**config.mk**
```make
export PLATFORM = sky130hd
export DESIGN_NAME = viewSequencer_flat
export DESIGN_NICKNAME = d
export VERILOG_FILES = /design/src/source/renderPkg.sv /design/src/source/fetchIf.sv /design/src/source/pixelIf.sv /design/src/source/viewSequencer.sv /design/src/flat_wrapper.sv
export SDC_FILE = /design/constraint.sdc
export NUM_CORES = 1
export LEC_CHECK = 0
export BUFFER_PORTS_ARGS = -buffer_cell sky130_fd_sc_hd__buf_2
export CORE_AREA = 2 2 104 106
export DETAILED_ROUTE_END_ITERATION = 6
export DIE_AREA = 0 0 106 108
export PLACE_DENSITY = 0.52
export REMOVE_ABC_BUFFERS = 1
export SLEW_MARGIN = 0
export SYNTH_ARGS = -nofsm -noshare
export SYNTH_HDL_FRONTEND = slang
export SYNTH_SLANG_ARGS = --single-unit
```
**constraint.sdc**
```tcl
create_clock -name Clk -period 1.29 [get_ports Clk]
set_input_delay 0.1935 -clock Clk [delete_from_list [all_inputs] [get_ports Clk]]
set_output_delay 0.1935 -clock Clk [all_outputs]
set_load 0.005 [all_outputs]
```
**src/source/renderPkg.sv**
```systemverilog
/* Widths, raster constants and colours shared by the renderer.
   Raster timing assumes an 800 x 525 scan with a 640 x 480 visible area. */
`default_nettype none

package renderPkg;

	typedef logic [11:0] worldCoord;
	typedef logic [9:0] screenCoord;
	typedef logic [12:0] tileIndex;
	typedef logic [9:0] texelAddr;
	typedef logic [12:0] spriteAddr;
	typedef logic [23:0] rgbColor;
	typedef logic [7:0] channel;

	typedef enum logic [1:0] {North, South, East, West} facing;
	typedef enum logic [1:0] {Void, Grass, Water, Sand} terrainKind;
	typedef enum logic {FetchOne, FetchTwo} viewPhase;

	// Raster
	localparam int LineLength = 800;
	localparam int FrameLines = 525;
	localparam int LeadX = 2;
	localparam int LeadY = 1;
	localparam int HalfViewX = 320;
	localparam int HalfViewY = 240;
	localparam int BlankStart = 640;
	localparam int BlankEnd = 799;

	// Map border in world pixels, one tile of margin on each side
	localparam int MapLow = 32;
	localparam int MapHighX = 3168;
	localparam int MapHighY = 2368;
	localparam int TileSize = 32;
	localparam int MapColumns = 100;

	localparam int SpriteSize = 75;
	localparam int SpriteLowX = 283;
	localparam int SpriteLowY = 203;
	localparam int SpriteCut = 16;

	localparam rgbColor TransparentKey = 24'hff00d2;
	localparam rgbColor GrassColor = 24'h20a040;
	localparam rgbColor WaterColor = 24'h2040c0;
	localparam rgbColor SandColor = 24'hc0b060;
	localparam rgbColor NorthColor = 24'hf0f0f0;
	localparam rgbColor SouthColor = 24'hf04020;
	localparam rgbColor EastColor = 24'h20f040;
	localparam rgbColor WestColor = 24'h4020f0;

endpackage

`default_nettype wire

```
**src/source/fetchIf.sv**
```systemverilog
/* One view's memory request, driven combinationally by its mapper.
   Plain levels, no handshake. */
`timescale 1ns/1ps
`default_nettype none

interface fetchIf;

	renderPkg::tileIndex tileIdx;
	renderPkg::texelAddr texel;
	renderPkg::spriteAddr spriteIdx;
	renderPkg::facing dir;
	logic inMap;
	logic inPlayer;

	modport mapper (
		output tileIdx, texel, spriteIdx, dir, inMap, inPlayer
	);

	modport sequencer (
		input tileIdx, texel, spriteIdx, dir, inMap, inPlayer
	);

endinterface

`default_nettype wire

```
**src/source/pixelIf.sv**
```systemverilog
/* Fetched colours and flags for one view.
   Data is only valid while capture is high. */
`timescale 1ns/1ps
`default_nettype none

interface pixelIf;

	renderPkg::rgbColor terrainColor;
	renderPkg::rgbColor spriteColor;
	logic inMap;
	logic inPlayer;
	logic capture;

	modport sequencer (
		output terrainColor, spriteColor, inMap, inPlayer, capture
	);

	modport composer (
		input terrainColor, spriteColor, inMap, inPlayer, capture
	);

endinterface

`default_nettype wire

```
**src/source/viewSequencer.sv**
```systemverilog
/* Shares one set of memories between two views by alternating every clock.
   Each view gets a fresh result every second clock. */
`timescale 1ns/1ps
`default_nettype none

module viewSequencer (
	input wire logic Clk,
	input wire logic arstN,
	fetchIf.sequencer viewOne,
	fetchIf.sequencer viewTwo,
	output renderPkg::tileIndex tileIdx,
	output renderPkg::texelAddr texel,
	output renderPkg::spriteAddr spriteIdx,
	output renderPkg::facing dir,
	input renderPkg::rgbColor terrainColor,
	input renderPkg::rgbColor spriteColor,
	pixelIf.sequencer outOne,
	pixelIf.sequencer outTwo
);

	renderPkg::viewPhase phase;
	logic mapQ;
	logic playerQ;
	logic captureOne;
	logic captureTwo;

	always_ff @(posedge Clk or negedge arstN)
	begin
		if (!arstN)
		begin
			phase <= renderPkg::FetchOne;
			captureOne <= 1'b0;
			captureTwo <= 1'b0;
		end
		else
		begin
			phase <= (phase == renderPkg::FetchOne) ? renderPkg::FetchTwo : renderPkg::FetchOne;
			// Memory data for the view fetched now is valid next clock
			captureOne <= (phase == renderPkg::FetchOne);
			captureTwo <= (phase == renderPkg::FetchTwo);
		end
	end

	// Flags ride alongside the memory read
	always_ff @(posedge Clk)
	begin
		mapQ <= (phase == renderPkg::FetchOne) ? viewOne.inMap : viewTwo.inMap;
		playerQ <= (phase == renderPkg::FetchOne) ? viewOne.inPlayer : viewTwo.inPlayer;
	end

	always_comb
	begin
		case (phase)
			renderPkg::FetchOne:
			begin
				tileIdx = viewOne.tileIdx;
				texel = viewOne.texel;
				spriteIdx = viewOne.spriteIdx;
				dir = viewOne.dir;
			end
			default:
			begin
				tileIdx = viewTwo.tileIdx;
				texel = viewTwo.texel;
				spriteIdx = viewTwo.spriteIdx;
				dir = viewTwo.dir;
			end
		endcase
	end

	assign outOne.terrainColor = terrainColor;
	assign outOne.spriteColor = spriteColor;
	assign outOne.inMap = mapQ;
	assign outOne.inPlayer = playerQ;
	assign outOne.capture = captureOne;

	assign outTwo.terrainColor = terrainColor;
	assign outTwo.spriteColor = spriteColor;
	assign outTwo.inMap = mapQ;
	assign outTwo.inPlayer = playerQ;
	assign outTwo.capture = captureTwo;

	captureExclusive: assert property (@(posedge Clk) disable iff (!arstN)
		!(outOne.capture && outTwo.capture));

endmodule

`default_nettype wire

```
**src/flat_wrapper.sv**
```systemverilog
// flat-port wrapper written by rule: the top's interface ports become plain ports
module viewSequencer_flat 
  (Clk, arstN, tileIdx, texel, spriteIdx, dir, terrainColor, spriteColor, viewOne_tileIdx, viewOne_texel, viewOne_spriteIdx, viewOne_dir, viewOne_inMap, viewOne_inPlayer, viewTwo_tileIdx, viewTwo_texel, viewTwo_spriteIdx, viewTwo_dir, viewTwo_inMap, viewTwo_inPlayer, outOne_terrainColor, outOne_spriteColor, outOne_inMap, outOne_inPlayer, outOne_capture, outTwo_terrainColor, outTwo_spriteColor, outTwo_inMap, outTwo_inPlayer, outTwo_capture);
  fetchIf viewOne_i ();
  fetchIf viewTwo_i ();
  pixelIf outOne_i ();
  pixelIf outTwo_i ();
  input wire logic Clk;
  input wire logic arstN;
  output renderPkg::tileIndex tileIdx;
  output renderPkg::texelAddr texel;
  output renderPkg::spriteAddr spriteIdx;
  output renderPkg::facing dir;
  input renderPkg::rgbColor terrainColor;
  input renderPkg::rgbColor spriteColor;
  input wire logic [$bits(viewOne_i.tileIdx)-1:0] viewOne_tileIdx;
  input wire logic [$bits(viewOne_i.texel)-1:0] viewOne_texel;
  input wire logic [$bits(viewOne_i.spriteIdx)-1:0] viewOne_spriteIdx;
  input wire logic [$bits(viewOne_i.dir)-1:0] viewOne_dir;
  input wire logic [$bits(viewOne_i.inMap)-1:0] viewOne_inMap;
  input wire logic [$bits(viewOne_i.inPlayer)-1:0] viewOne_inPlayer;
  input wire logic [$bits(viewTwo_i.tileIdx)-1:0] viewTwo_tileIdx;
  input wire logic [$bits(viewTwo_i.texel)-1:0] viewTwo_texel;
  input wire logic [$bits(viewTwo_i.spriteIdx)-1:0] viewTwo_spriteIdx;
  input wire logic [$bits(viewTwo_i.dir)-1:0] viewTwo_dir;
  input wire logic [$bits(viewTwo_i.inMap)-1:0] viewTwo_inMap;
  input wire logic [$bits(viewTwo_i.inPlayer)-1:0] viewTwo_inPlayer;
  output wire logic [$bits(outOne_i.terrainColor)-1:0] outOne_terrainColor;
  output wire logic [$bits(outOne_i.spriteColor)-1:0] outOne_spriteColor;
  output wire logic [$bits(outOne_i.inMap)-1:0] outOne_inMap;
  output wire logic [$bits(outOne_i.inPlayer)-1:0] outOne_inPlayer;
  output wire logic [$bits(outOne_i.capture)-1:0] outOne_capture;
  output wire logic [$bits(outTwo_i.terrainColor)-1:0] outTwo_terrainColor;
  output wire logic [$bits(outTwo_i.spriteColor)-1:0] outTwo_spriteColor;
  output wire logic [$bits(outTwo_i.inMap)-1:0] outTwo_inMap;
  output wire logic [$bits(outTwo_i.inPlayer)-1:0] outTwo_inPlayer;
  output wire logic [$bits(outTwo_i.capture)-1:0] outTwo_capture;
  assign viewOne_i.tileIdx = viewOne_tileIdx;
  assign viewOne_i.texel = viewOne_texel;
  assign viewOne_i.spriteIdx = viewOne_spriteIdx;
  assign viewOne_i.dir = viewOne_dir;
  assign viewOne_i.inMap = viewOne_inMap;
  assign viewOne_i.inPlayer = viewOne_inPlayer;
  assign viewTwo_i.tileIdx = viewTwo_tileIdx;
  assign viewTwo_i.texel = viewTwo_texel;
  assign viewTwo_i.spriteIdx = viewTwo_spriteIdx;
  assign viewTwo_i.dir = viewTwo_dir;
  assign viewTwo_i.inMap = viewTwo_inMap;
  assign viewTwo_i.inPlayer = viewTwo_inPlayer;
  assign outOne_terrainColor = outOne_i.terrainColor;
  assign outOne_spriteColor = outOne_i.spriteColor;
  assign outOne_inMap = outOne_i.inMap;
  assign outOne_inPlayer = outOne_i.inPlayer;
  assign outOne_capture = outOne_i.capture;
  assign outTwo_terrainColor = outTwo_i.terrainColor;
  assign outTwo_spriteColor = outTwo_i.spriteColor;
  assign outTwo_inMap = outTwo_i.inMap;
  assign outTwo_inPlayer = outTwo_i.inPlayer;
  assign outTwo_capture = outTwo_i.capture;
  viewSequencer u_core (.Clk(Clk), .arstN(arstN), .viewOne(viewOne_i), .viewTwo(viewTwo_i), .tileIdx(tileIdx), .texel(texel), .spriteIdx(spriteIdx), .dir(dir), .terrainColor(terrainColor), .spriteColor(spriteColor), .outOne(outOne_i), .outTwo(outTwo_i));
endmodule
```
# Word level (Yosys, flattened, before mapping)
# Index checks and enable logic that the tools add are counted.
dict set report totals {
  register_bits 5
  inputBits 130
  output_inout_bits 140
  wordCells 13
}
dict set report classes {
  n_mux 7
  n_bitwise 1
}
# op n
set op_table {}
lappend op_table {{$mux W13} 2}
lappend op_table {{$mux W10} 1}
lappend op_table {{$mux W1} 3}
lappend op_table {{$mux W2} 1}
lappend op_table {{$not A1 Y1} 1}

# Longest topological paths before layout
# Gate-level depths: netlist of run 1.
dict set report logic_depth {
  depth_word 1
  mapped_depth 3
  depth_no_buf 1
}

# Worst setup path after synthesis of run 1
# OpenSTA, ideal clock, no wires.
dict set report synth_path {
  kind {register -> output}
  start {register u_core.outOne.capture (netlist name)}
  end {output dir[0]}
  arrival_time_ns 0.975
  slack_ns 0.121
  stages_incl_launch_ff 4
  path_buffers 2
  cell_sequence {dfrtp_1 > buf_6 > buf_12 > mux2_4}
}
# element line_no
set synth_rtl {}
lappend synth_rtl {{end: declaration} flat_wrapper.sv:13} ;# output renderPkg::facing dir;

==> flow_metrics.env, run 1 <==
export IMPL_cts_tree="built"
export IMPL_hold_path_class="in2reg"
export IMPL_overflow=0
export IMPL_finalHoldViolations=0
export IMPL_crit_buf_inv=2
export IMPL_cap_violations=0
export IMPL_std_cell_rows=37
export IMPL_critical_path_class="reg2out"
export IMPL_cp_end_kind="output port"
export IMPL_grt_pass1_wl_um=12420
export IMPL_maxSlewViolCount=0
export IMPL_die_w_um=106
export IMPL_avgRoutedWirePerCell_um=31.87
export IMPL_drc=0
export IMPL_timing_fmax_mhz=658.2
export IMPL_p_sw_w=0.0001784
export IMPL_avgSynthCellArea_um2=10.25
export IMPL_crit_family="flip-flops"
export IMPL_io_buffer_count=125
export IMPL_start_util=0.1483
export IMPL_place_congestion=0.7193
export IMPL_cts_buffer_depth=2
export IMPL_clk_pin_slew_ns=0.04
export IMPL_clock_skew_ns=0.01083
export IMPL_required_ns=1.10
export IMPL_worst_skew_pair_late_latency_ns=0.22
export IMPL_place_ws_ns=-0.01010
export IMPL_drtPass1Iterations=4
export IMPL_place_inst=308
export IMPL_grt_max_degree=29
export IMPL_wirelength_um=10010
export IMPL_ios=270
export IMPL_p_clk_frac=0.356
export IMPL_fin_ws_ns=-0.2294
export IMPL_fin_nets=308
export IMPL_setup_viol=38
export IMPL_syn_area_um2=1518
export IMPL_vias=1196
export IMPL_tightest_slew_ns=0.2111
export IMPL_final_antenna_net_count=0
export IMPL_antenna_found_initial=1
export IMPL_yosysWarnings=0
export IMPL_path_cells="buf_12 -> mux2_4 -> buf_6"
export IMPL_slew_headroom=0.8593
export IMPL_core_um2=10230
export IMPL_cpPeakStageDelay_ns=0.40
export IMPL_crit_slowest_cell="dfrtp_2"
export IMPL_power_frac_seq=0.164
export IMPL_ir_drop_mv=0.2289
export IMPL_pwr_density_cell_nw_per_um2=439.6
export IMPL_ys_seq_area_frac=0.05936
export IMPL_path_max_fanout=28
export IMPL_switching_share=0.2245
export IMPL_die_area_um2=11450
export IMPL_arrival_ns=1.33
export IMPL_start_kind="register"
export IMPL_clock_sinks=4
export IMPL_total_power_w=0.0007947
export IMPL_p_int_w=0.0006163
export IMPL_numCtsBuffers=3
export IMPL_rsz0062_at_grt="yes"
export IMPL_post_route_period_util=1.178
export IMPL_synth_seq_cells=4
export IMPL_synthToLayoutAreaGrowth_pct=19.13
export IMPL_netlist_instances=148
export IMPL_combPwrFrac=0.481
export IMPL_htree_levels=1
export IMPL_avgViaCountPerCell=3.809
export IMPL_synth_cell_types=8
export IMPL_final_cells=314
export IMPL_leakage_nw=1.052
export IMPL_status="finished, violations left"
export IMPL_clock_root_buffer="clkbuf_8"
export IMPL_drt_iter0_markers=36
export IMPL_grt_total_usage=0.1658
export IMPL_fin_crit_ns=1.519
export IMPL_drive_gt1_frac=0.9661
export IMPL_violations="negative setup slack"
export IMPL_hold_slack_ns=0.2034
export IMPL_die_y_um=108
export IMPL_grt_pass1_vias=1177
cell usage after synthesis:
cell type / number / area share
dfxtp_1: 2 / 0.026
mux2_2: 1 / 0.0074
inv_1: 1 / 0.0025
mux2_4: 39 / 0.39
buf_12: 4 / 0.053
buf_6: 1 / 0.0074
buf_4: 98 / 0.48
dfrtp_1: 2 / 0.033
cell usage in the layout (no fill, tap or decap), drive strengths merged:
master / count
inv: 1
dlygate4sd3: 1
mux2: 40
dfrtp: 2
buf: 127
dfxtp: 2
diode: 1
clkbuf: 4
stage by stage:
step | instance area, um2 | TNS [ns] | util
4_1_cts | 1774 | -7.695 | 0.1734
6_report | 1808 | -7.316 | 0.1767
3_3_place_gp | 1528 | 0 | 0.1493
3_5_place_dp | 1528 | -0.01112 | 0.1493
5_1_grt | 1805 | -8.675 | 0.1765
2_1_floorplan | 690.7 | -36.90 | -
final timing paths:
path / start / to / slack [ns] / depth (start not counted)
setup / recovery: u_core.outOne.capture / texel[2] / -0.23 / 3
hold / removal: viewOne_inPlayer / u_core.outOne.inPlayer / 0.20 / 2
setup reg to reg: u_core.outOne.capture / u_core.outOne.inMap / 0.21 / 2
hold reg to reg: u_core.outOne.capture / u_core.outOne.capture / 0.67 / 2
max in group asynchronous: arstN / u_core.outTwo.capture / 0.87 / 2
min in group asynchronous: arstN / u_core.outOne.capture / 0.30 / 2
power groups by stage:
stage          clock network, W  registers (W)  logic (W)
6_report               0.000283       0.000130   0.000382
5_1_grt                0.000302       0.000131   0.000413
4_1_cts                0.000292       0.000130   0.000378
3_5_place_dp                  0       0.000132   0.000307
3_3_place_gp                  0       0.000132   0.000300
2_1_floorplan                 0       0.000133   0.000107
per-layer routing:
layer	wire length [um]	share of wire	vias up	GRT usage
met5	118	0.012	-	0.07589
met4	337	0.034	7	0.06203
met1	3120	0.31	519	0.1521
met2	3915	0.39	212	0.2184
li1	-	-	440	-
met3	2515	0.25	18	0.1983
flip-flops by register name (all words and copies together) (netlist names):
register,cells
u_core.outOne.capture,1
u_core.outOne.inMap,1
u_core.outOne.inPlayer,1
u_core.outTwo.capture,1
area by class of cell:
| cell class | count | area [um2] |
|---|---|---|
| antenna | 1 | 2.502 |
| clock buffer | 4 | 45.04 |
| fill | 1156 | 8423 |
| inverter | 1 | 3.754 |
| multi-input combinational | 40 | 600.6 |
| sequential | 4 | 91.34 |
| tap | 136 | 170.2 |
| timing repair buffer | 128 | 894.6 |
kinds of logic after synthesis:
group	after synthesis	share of synthesized area
multiplexers	40	0.3932
buffers and inverters	104	0.5474
flip-flops	4	0.05936
repair_timing:
action	in CTS	in global routing
gates cloned	0	0
hold buffers	1	0
setup buffers	0	0
gates resized for setup	31	6
endpoints found under the hold margin	2	0
setup endpoints to repair	38	38
Power figures use the tool's default switching activity.
==> run 2: changes to the inputs <==
--- a/config.mk
+++ b/config.mk
@@ -11,6 +11,7 @@
 export DIE_AREA = 0 0 106 108
 export PLACE_DENSITY = 0.52
 export REMOVE_ABC_BUFFERS = 1
+export SKIP_LAST_GASP = 1
 export SLEW_MARGIN = 0
 export SYNTH_ARGS = -nofsm -noshare
 export SYNTH_HDL_FRONTEND = slang
==> run 2 against run 1 <==
Net effect: the flow still finishes with violations (negative setup slack); critical path type unchanged; register-to-register slack worse by 0.15 ns; cell count up 0.64%; count of clock-buffer cells in the layout did not move; first-iteration DRC count rose by 5.6%; routed wire length rose by 0.51%; final area shrank 11%; flip-flop and latch count unchanged.
==> flow_metrics.env, run 2 (same netlist as run 1, synthesis figures left out) <==
export IMPL_drt_iter0_markers=38
export IMPL_synthToLayoutAreaGrowth_pct=6.595
export IMPL_fin_area_um2=1618
export IMPL_die_w_um=106
export IMPL_clock_root_buffer="clkbuf_8"
export IMPL_cp_endpoint="texel[8]"
export IMPL_slew_headroom=0.8861
export IMPL_rsz0062_at_grt="yes"
export IMPL_crit_slowest_cell="dfrtp_2"
export IMPL_cp_end_kind="output port"
export IMPL_maxSlewViolCount=0
export IMPL_avgRoutedWirePerCell_um=31.83
export IMPL_fin_nets=310
export IMPL_wirelength_um=10060
export IMPL_violations="negative setup slack"
export IMPL_timing_fmax_mhz=657.5
export IMPL_place_ws_ns=-0.01010
export IMPL_r2r_end="u_core.outOne.inMap"
export IMPL_cts_buffer_depth=2
export IMPL_crit_family="flip-flops"
export IMPL_status="finished, violations left"
export IMPL_ios=270
export IMPL_clk_pin_slew_ns=0.04
export IMPL_ir_drop_mv=0.2280
export IMPL_htree_levels=1
export IMPL_die_area_um2=11450
export IMPL_p_int_w=0.0005520
export IMPL_crit_cells=3
export IMPL_numCtsBuffers=3
export IMPL_combPwrFrac=0.424
export IMPL_antenna_found_initial=1
export IMPL_p_sw_w=0.0001627
export IMPL_hold_path_class="in2reg"
export IMPL_total_power_w=0.0007147
export IMPL_crit_buf_inv=2
export IMPL_leakage_nw=0.9904
export IMPL_critical_path_class="reg2out"
export IMPL_final_antenna_net_count=0
export IMPL_fin_ws_ns=-0.2310
export IMPL_start_kind="register"
export IMPL_drive_gt1_frac=0.9665
export IMPL_vias=1203
export IMPL_post_route_period_util=1.179
export IMPL_path_max_fanout=15
export IMPL_final_util=0.1581
export IMPL_place_congestion=0.7193
export IMPL_tightest_slew_ns=0.1708
export IMPL_clock_skew_ns=0.01080
export IMPL_clock_sinks=4
export IMPL_io_buffer_count=125
export IMPL_setup_viol=38
export IMPL_grt_max_degree=29
export IMPL_drtPass1Iterations=4
export IMPL_drc=0
export IMPL_start_util=0.1483
export IMPL_required_ns=1.10
export IMPL_cap_violations=0
export IMPL_place_inst=308
export IMPL_cts_repair_resized=0
export IMPL_path_cells="buf_12 -> mux2_2 -> buf_2"
export IMPL_pwr_density_cell_nw_per_um2=441.8
export IMPL_fill_cells=1181
export IMPL_cpPeakStageDelay_ns=0.44
export IMPL_finalHoldViolations=0
export IMPL_reg2reg_slack_ns=0.06
export IMPL_die_y_um=108
export IMPL_grt_total_usage=0.1630
export IMPL_avgViaCountPerCell=3.807
export IMPL_cp_startpoint="u_core.outOne.capture"
export IMPL_cts_tree="built"
export IMPL_core_um2=10230
export IMPL_switching_share=0.2277
export IMPL_power_frac_seq=0.182
export IMPL_fin_crit_ns=1.521
export IMPL_place_area_um2=1528
export IMPL_grt_pass1_wl_um=12200
export IMPL_r2r_start="u_core.outOne.capture"
export IMPL_std_cell_rows=37
export IMPL_worst_skew_pair_late_latency_ns=0.22
export IMPL_overflow=0
export IMPL_final_common_cell="buf_2"
export IMPL_final_cells=316
export IMPL_grt_pass1_vias=1134
export IMPL_most_common_layout_cells="buf_2 (125), mux2_4 (39), clkbuf_8 (3), buf_12 (2), dfxtp_1 (2)"
export IMPL_arrival_ns=1.33
export IMPL_p_clk_frac=0.394
export IMPL_r2r_cells=3
==> run 2: power by group through the flow <==
stage	sequential, W	combinational [W]	clock, W
2_1_floorplan	0.000133	0.000107	0
3_3_place_gp	0.000132	0.000300	0
3_5_place_dp	0.000132	0.000307	0
4_1_cts	0.000130	0.000311	0.000292
5_1_grt	0.000131	0.000333	0.000302
6_report	0.000130	0.000303	0.000282
==> run 2: layer usage <==
metal	global-route usage	vias to the layer above	part of all wire
li1	-	444	-
met4	0.06203	7	0.031
met5	0.07589	-	0.012
met1	0.1510	516	0.31
met3	0.1953	16	0.26
met2	0.2120	220	0.39
==> run 2: worst register-to-register path: stages, from the launching register on <==
cell and delay (ns):
dfrtp_2 0.46, clkbuf_16 0.21, buf_4 0.15, mux2_4 0.29
==> run 2: how the worst min path moves through the flow <==
| stage | start | to | slack (ns) | cells after the start |
|---|---|---|---|---|
| 3_5_place_dp | arstN | u_core.outTwo.capture | -0.008 | 1 |
| 5_1_grt | viewTwo_inPlayer | u_core.outOne.inPlayer | 0.20 | 2 |
| 6_report | viewOne_inPlayer | u_core.outOne.inPlayer | 0.20 | 2 |
| 2_1_floorplan | arstN | u_core.outOne.capture | -0.10 | 0 |
| 3_3_place_gp | arstN | u_core.outTwo.capture | -0.01 | 1 |
| 4_1_cts | viewOne_inPlayer | u_core.outOne.inPlayer | 0.20 | 2 |
==> run 2: final cells by class <==
cell class,count,area (um2),area share
clock buffer,4,45.04,0.02784
tap,136,170.2,0.1052
antenna,1,2.502,0.001547
sequential,4,91.34,0.05646
multi-input combinational,40,596.8,0.3689
timing repair buffer,130,708.2,0.4377
inverter,1,3.754,0.002320
==> run 2: metrics by stage <==
step / setup TNS (ns) / hold WS (ns)
after global routing: -9.405 / 0.2043
after detailed placement: -0.01112 / -0.008071
after floorplan: -36.90 / -0.1021
after global placement: 0 / -0.009582
after CTS: -7.768 / 0.1984
final: -7.933 / 0.2047
==> run 2: timing repair <==
item | CTS | global route
hold buffers | 1 | 0
setup buffers | 0 | 1
cloned | 0 | 1
hold endpoints to repair | 2 | 0
pin swaps | 0 | 0
setup endpoints to repair | 38 | 38
==> run 3: changes to the inputs <==
--- a/config.mk
+++ b/config.mk
@@ -11,6 +11,7 @@
 export DIE_AREA = 0 0 106 108
 export PLACE_DENSITY = 0.52
 export REMOVE_ABC_BUFFERS = 1
+export SETUP_SLACK_MARGIN = 0.4
 export SKIP_LAST_GASP = 1
 export SLEW_MARGIN = 0
 export SYNTH_ARGS = -nofsm -noshare
==> run 3 against run 2 <==
Net effect: the run still ends with negative setup slack left; register-to-register slack about the same; final area unchanged; non-clock buffer count unchanged; routed wire length stayed put; largest cell class unchanged; fmax unchanged; worst hold slack did not move; critical path type unchanged; via count is the same; flip-flop and latch count unchanged; sequential share of layout area stayed put; power stayed put.
==> flow_metrics.env, run 3 (same netlist as run 1, synthesis figures left out) <==
export IMPL_reg2reg_slack_ns=0.06
export IMPL_cap_violations=0
export IMPL_slew_headroom=0.8861
export IMPL_critical_path_class="reg2out"
export IMPL_hold_start="viewOne_inPlayer"
export IMPL_drt_iter0_markers=38
export IMPL_most_common_layout_cells="buf_2 (125), mux2_4 (39), clkbuf_8 (3), buf_12 (2), dfxtp_1 (2)"
export IMPL_place_congestion=0.7193
export IMPL_drtPass1Iterations=4
export IMPL_ir_drop_mv=0.2280
export IMPL_cts_tree="built"
export IMPL_wirelength_um=10060
export IMPL_cpPeakStageDelay_ns=0.44
export IMPL_cts_repair_resized=0
export IMPL_path_max_fanout=15
export IMPL_fin_crit_ns=1.521
export IMPL_hold_slack_ns=0.2047
export IMPL_crit_buf_inv=2
export IMPL_final_cells=316
export IMPL_finalHoldViolations=0
export IMPL_status="finished, violations left"
export IMPL_drc=0
export IMPL_grt_max_degree=29
export IMPL_avgRoutedWirePerCell_um=31.83
export IMPL_core_um2=10230
export IMPL_r2r_start="u_core.outOne.capture"
export IMPL_r2r_end="u_core.outOne.inMap"
export IMPL_arrival_ns=1.33
export IMPL_io_buffer_count=125
export IMPL_timing_fmax_mhz=657.5
export IMPL_clock_skew_ns=0.01080
export IMPL_rsz0062_at_grt="yes"
export IMPL_drive_gt1_frac=0.9665
export IMPL_violations="negative setup slack"
export IMPL_cts_buffer_depth=2
export IMPL_fin_ws_ns=-0.2310
export IMPL_clock_sinks=4
export IMPL_avgViaCountPerCell=3.807
export IMPL_cp_end_kind="output port"
export IMPL_crit_family="flip-flops"
export IMPL_die_w_um=106
export IMPL_regArea_um2=91.34
export IMPL_worst_skew_pair_late_latency_ns=0.22
export IMPL_overflow=0
export IMPL_maxSlewViolCount=0
export IMPL_grt_pass1_vias=1134
export IMPL_vias=1203
export IMPL_die_area_um2=11450
export IMPL_min_path_cells=2
export IMPL_setup_viol=38
export IMPL_tightest_slew_ns=0.1708
export IMPL_crit_slowest_cell="dfrtp_2"
export IMPL_clk_pin_slew_ns=0.04
export IMPL_antenna_found_initial=1
export IMPL_place_inst=308
export IMPL_numCtsBuffers=3
export IMPL_required_ns=1.10
export IMPL_fin_nets=310
export IMPL_fill_cells=1181
export IMPL_leakage_nw=0.9904
export IMPL_grt_total_usage=0.1630
export IMPL_path_cells="buf_12 -> mux2_2 -> buf_2"
export IMPL_pwr_density_cell_nw_per_um2=441.8
export IMPL_die_y_um=108
export IMPL_hold_path_class="in2reg"
export IMPL_start_util=0.1483
export IMPL_synthToLayoutAreaGrowth_pct=6.595
export IMPL_start_kind="register"
export IMPL_std_cell_rows=37
export IMPL_min_to="u_core.outOne.inPlayer"
export IMPL_ios=270
export IMPL_final_common_cell="buf_2"
export IMPL_multi_input_area_um2=596.8
export IMPL_htree_levels=1
export IMPL_clock_root_buffer="clkbuf_8"
export IMPL_r2r_cells=3
export IMPL_grt_pass1_wl_um=12200
export IMPL_final_antenna_net_count=0
export IMPL_post_route_period_util=1.179
==> run 3: cell counts in the layout (fill, tap and decap cells not counted) <==
Identical to the previous run, type by type.
==> run 3: cell type report <==
class | instances | share of cell area
clock buffers | 4 | 0.02784
well taps | 136 | 0.1052
flip-flops and latches | 4 | 0.05646
multi-input cells | 40 | 0.3689
inverters | 1 | 0.002320
diodes | 1 | 0.001547
repair buffers | 130 | 0.4377
==> run 3: how the worst max path moves through the flow <==
stage | start | end | slack [ns] | cells past startpoint
final | u_core.outOne.capture | texel[8] | -0.23 | 3
after global routing | u_core.outOne.capture | texel[7] | -0.28 | 3
after CTS | u_core.outOne.capture | texel[2] | -0.25 | 3
after detailed placement | u_core.outOne.capture | texel[2] | -0.01 | 3
after global placement | u_core.outOne.capture | texel[2] | 0.0002 | 3
after floorplan | u_core.outOne.capture | texel[8] | -0.97 | 1
==> run 3: through the flow <==
stage               instance area [um2]  setup WS (ns)    util   power, W  setup TNS [ns]
floorplan                         690.7        -0.9692       -  0.0002399          -36.90
global placement                   1528      0.0001749  0.1493  0.0004315               0
detailed placement                 1528       -0.01010  0.1493  0.0004390        -0.01112
CTS                                1583        -0.2509  0.1547  0.0007328          -7.768
global route                       1615        -0.2820  0.1579  0.0007647          -9.405
finish                             1618        -0.2310  0.1581  0.0007147          -7.933
==> run 3: worst register-to-register path: stages, from the launching register on <==
cell and delay [ns]:
dfrtp_2 0.46, clkbuf_16 0.21, buf_4 0.15, mux2_4 0.29
==> run 3: timing repair <==
action                     4_1_cts  5_1_grt
setup endpoints to repair       41       42
hold buffers                     1        0
buffers inserted                 0        1
cloned                           0        1
hold endpoints to repair         2        0
==> run 3: per-layer routing <==
layer / GRT usage / share of wire / routed length [um] / vias up
met2: 0.2120 / 0.39 / 3900 / 220
met1: 0.1510 / 0.31 / 3141 / 516
met5: 0.07589 / 0.012 / 118 / -
li1: - / - / - / 444
met4: 0.06203 / 0.031 / 310 / 7
met3: 0.1953 / 0.26 / 2588 / 16
==> run 3: where the power goes <==
part / switching (W) / total [W] / internal (W)
combinational: 0.0000915 / 0.000303 / 0.000212
sequential: 0.00000122 / 0.000130 / 0.000129
clock: 0.0000700 / 0.000282 / 0.000211
total: 0.000163 / 0.000715 / 0.000552
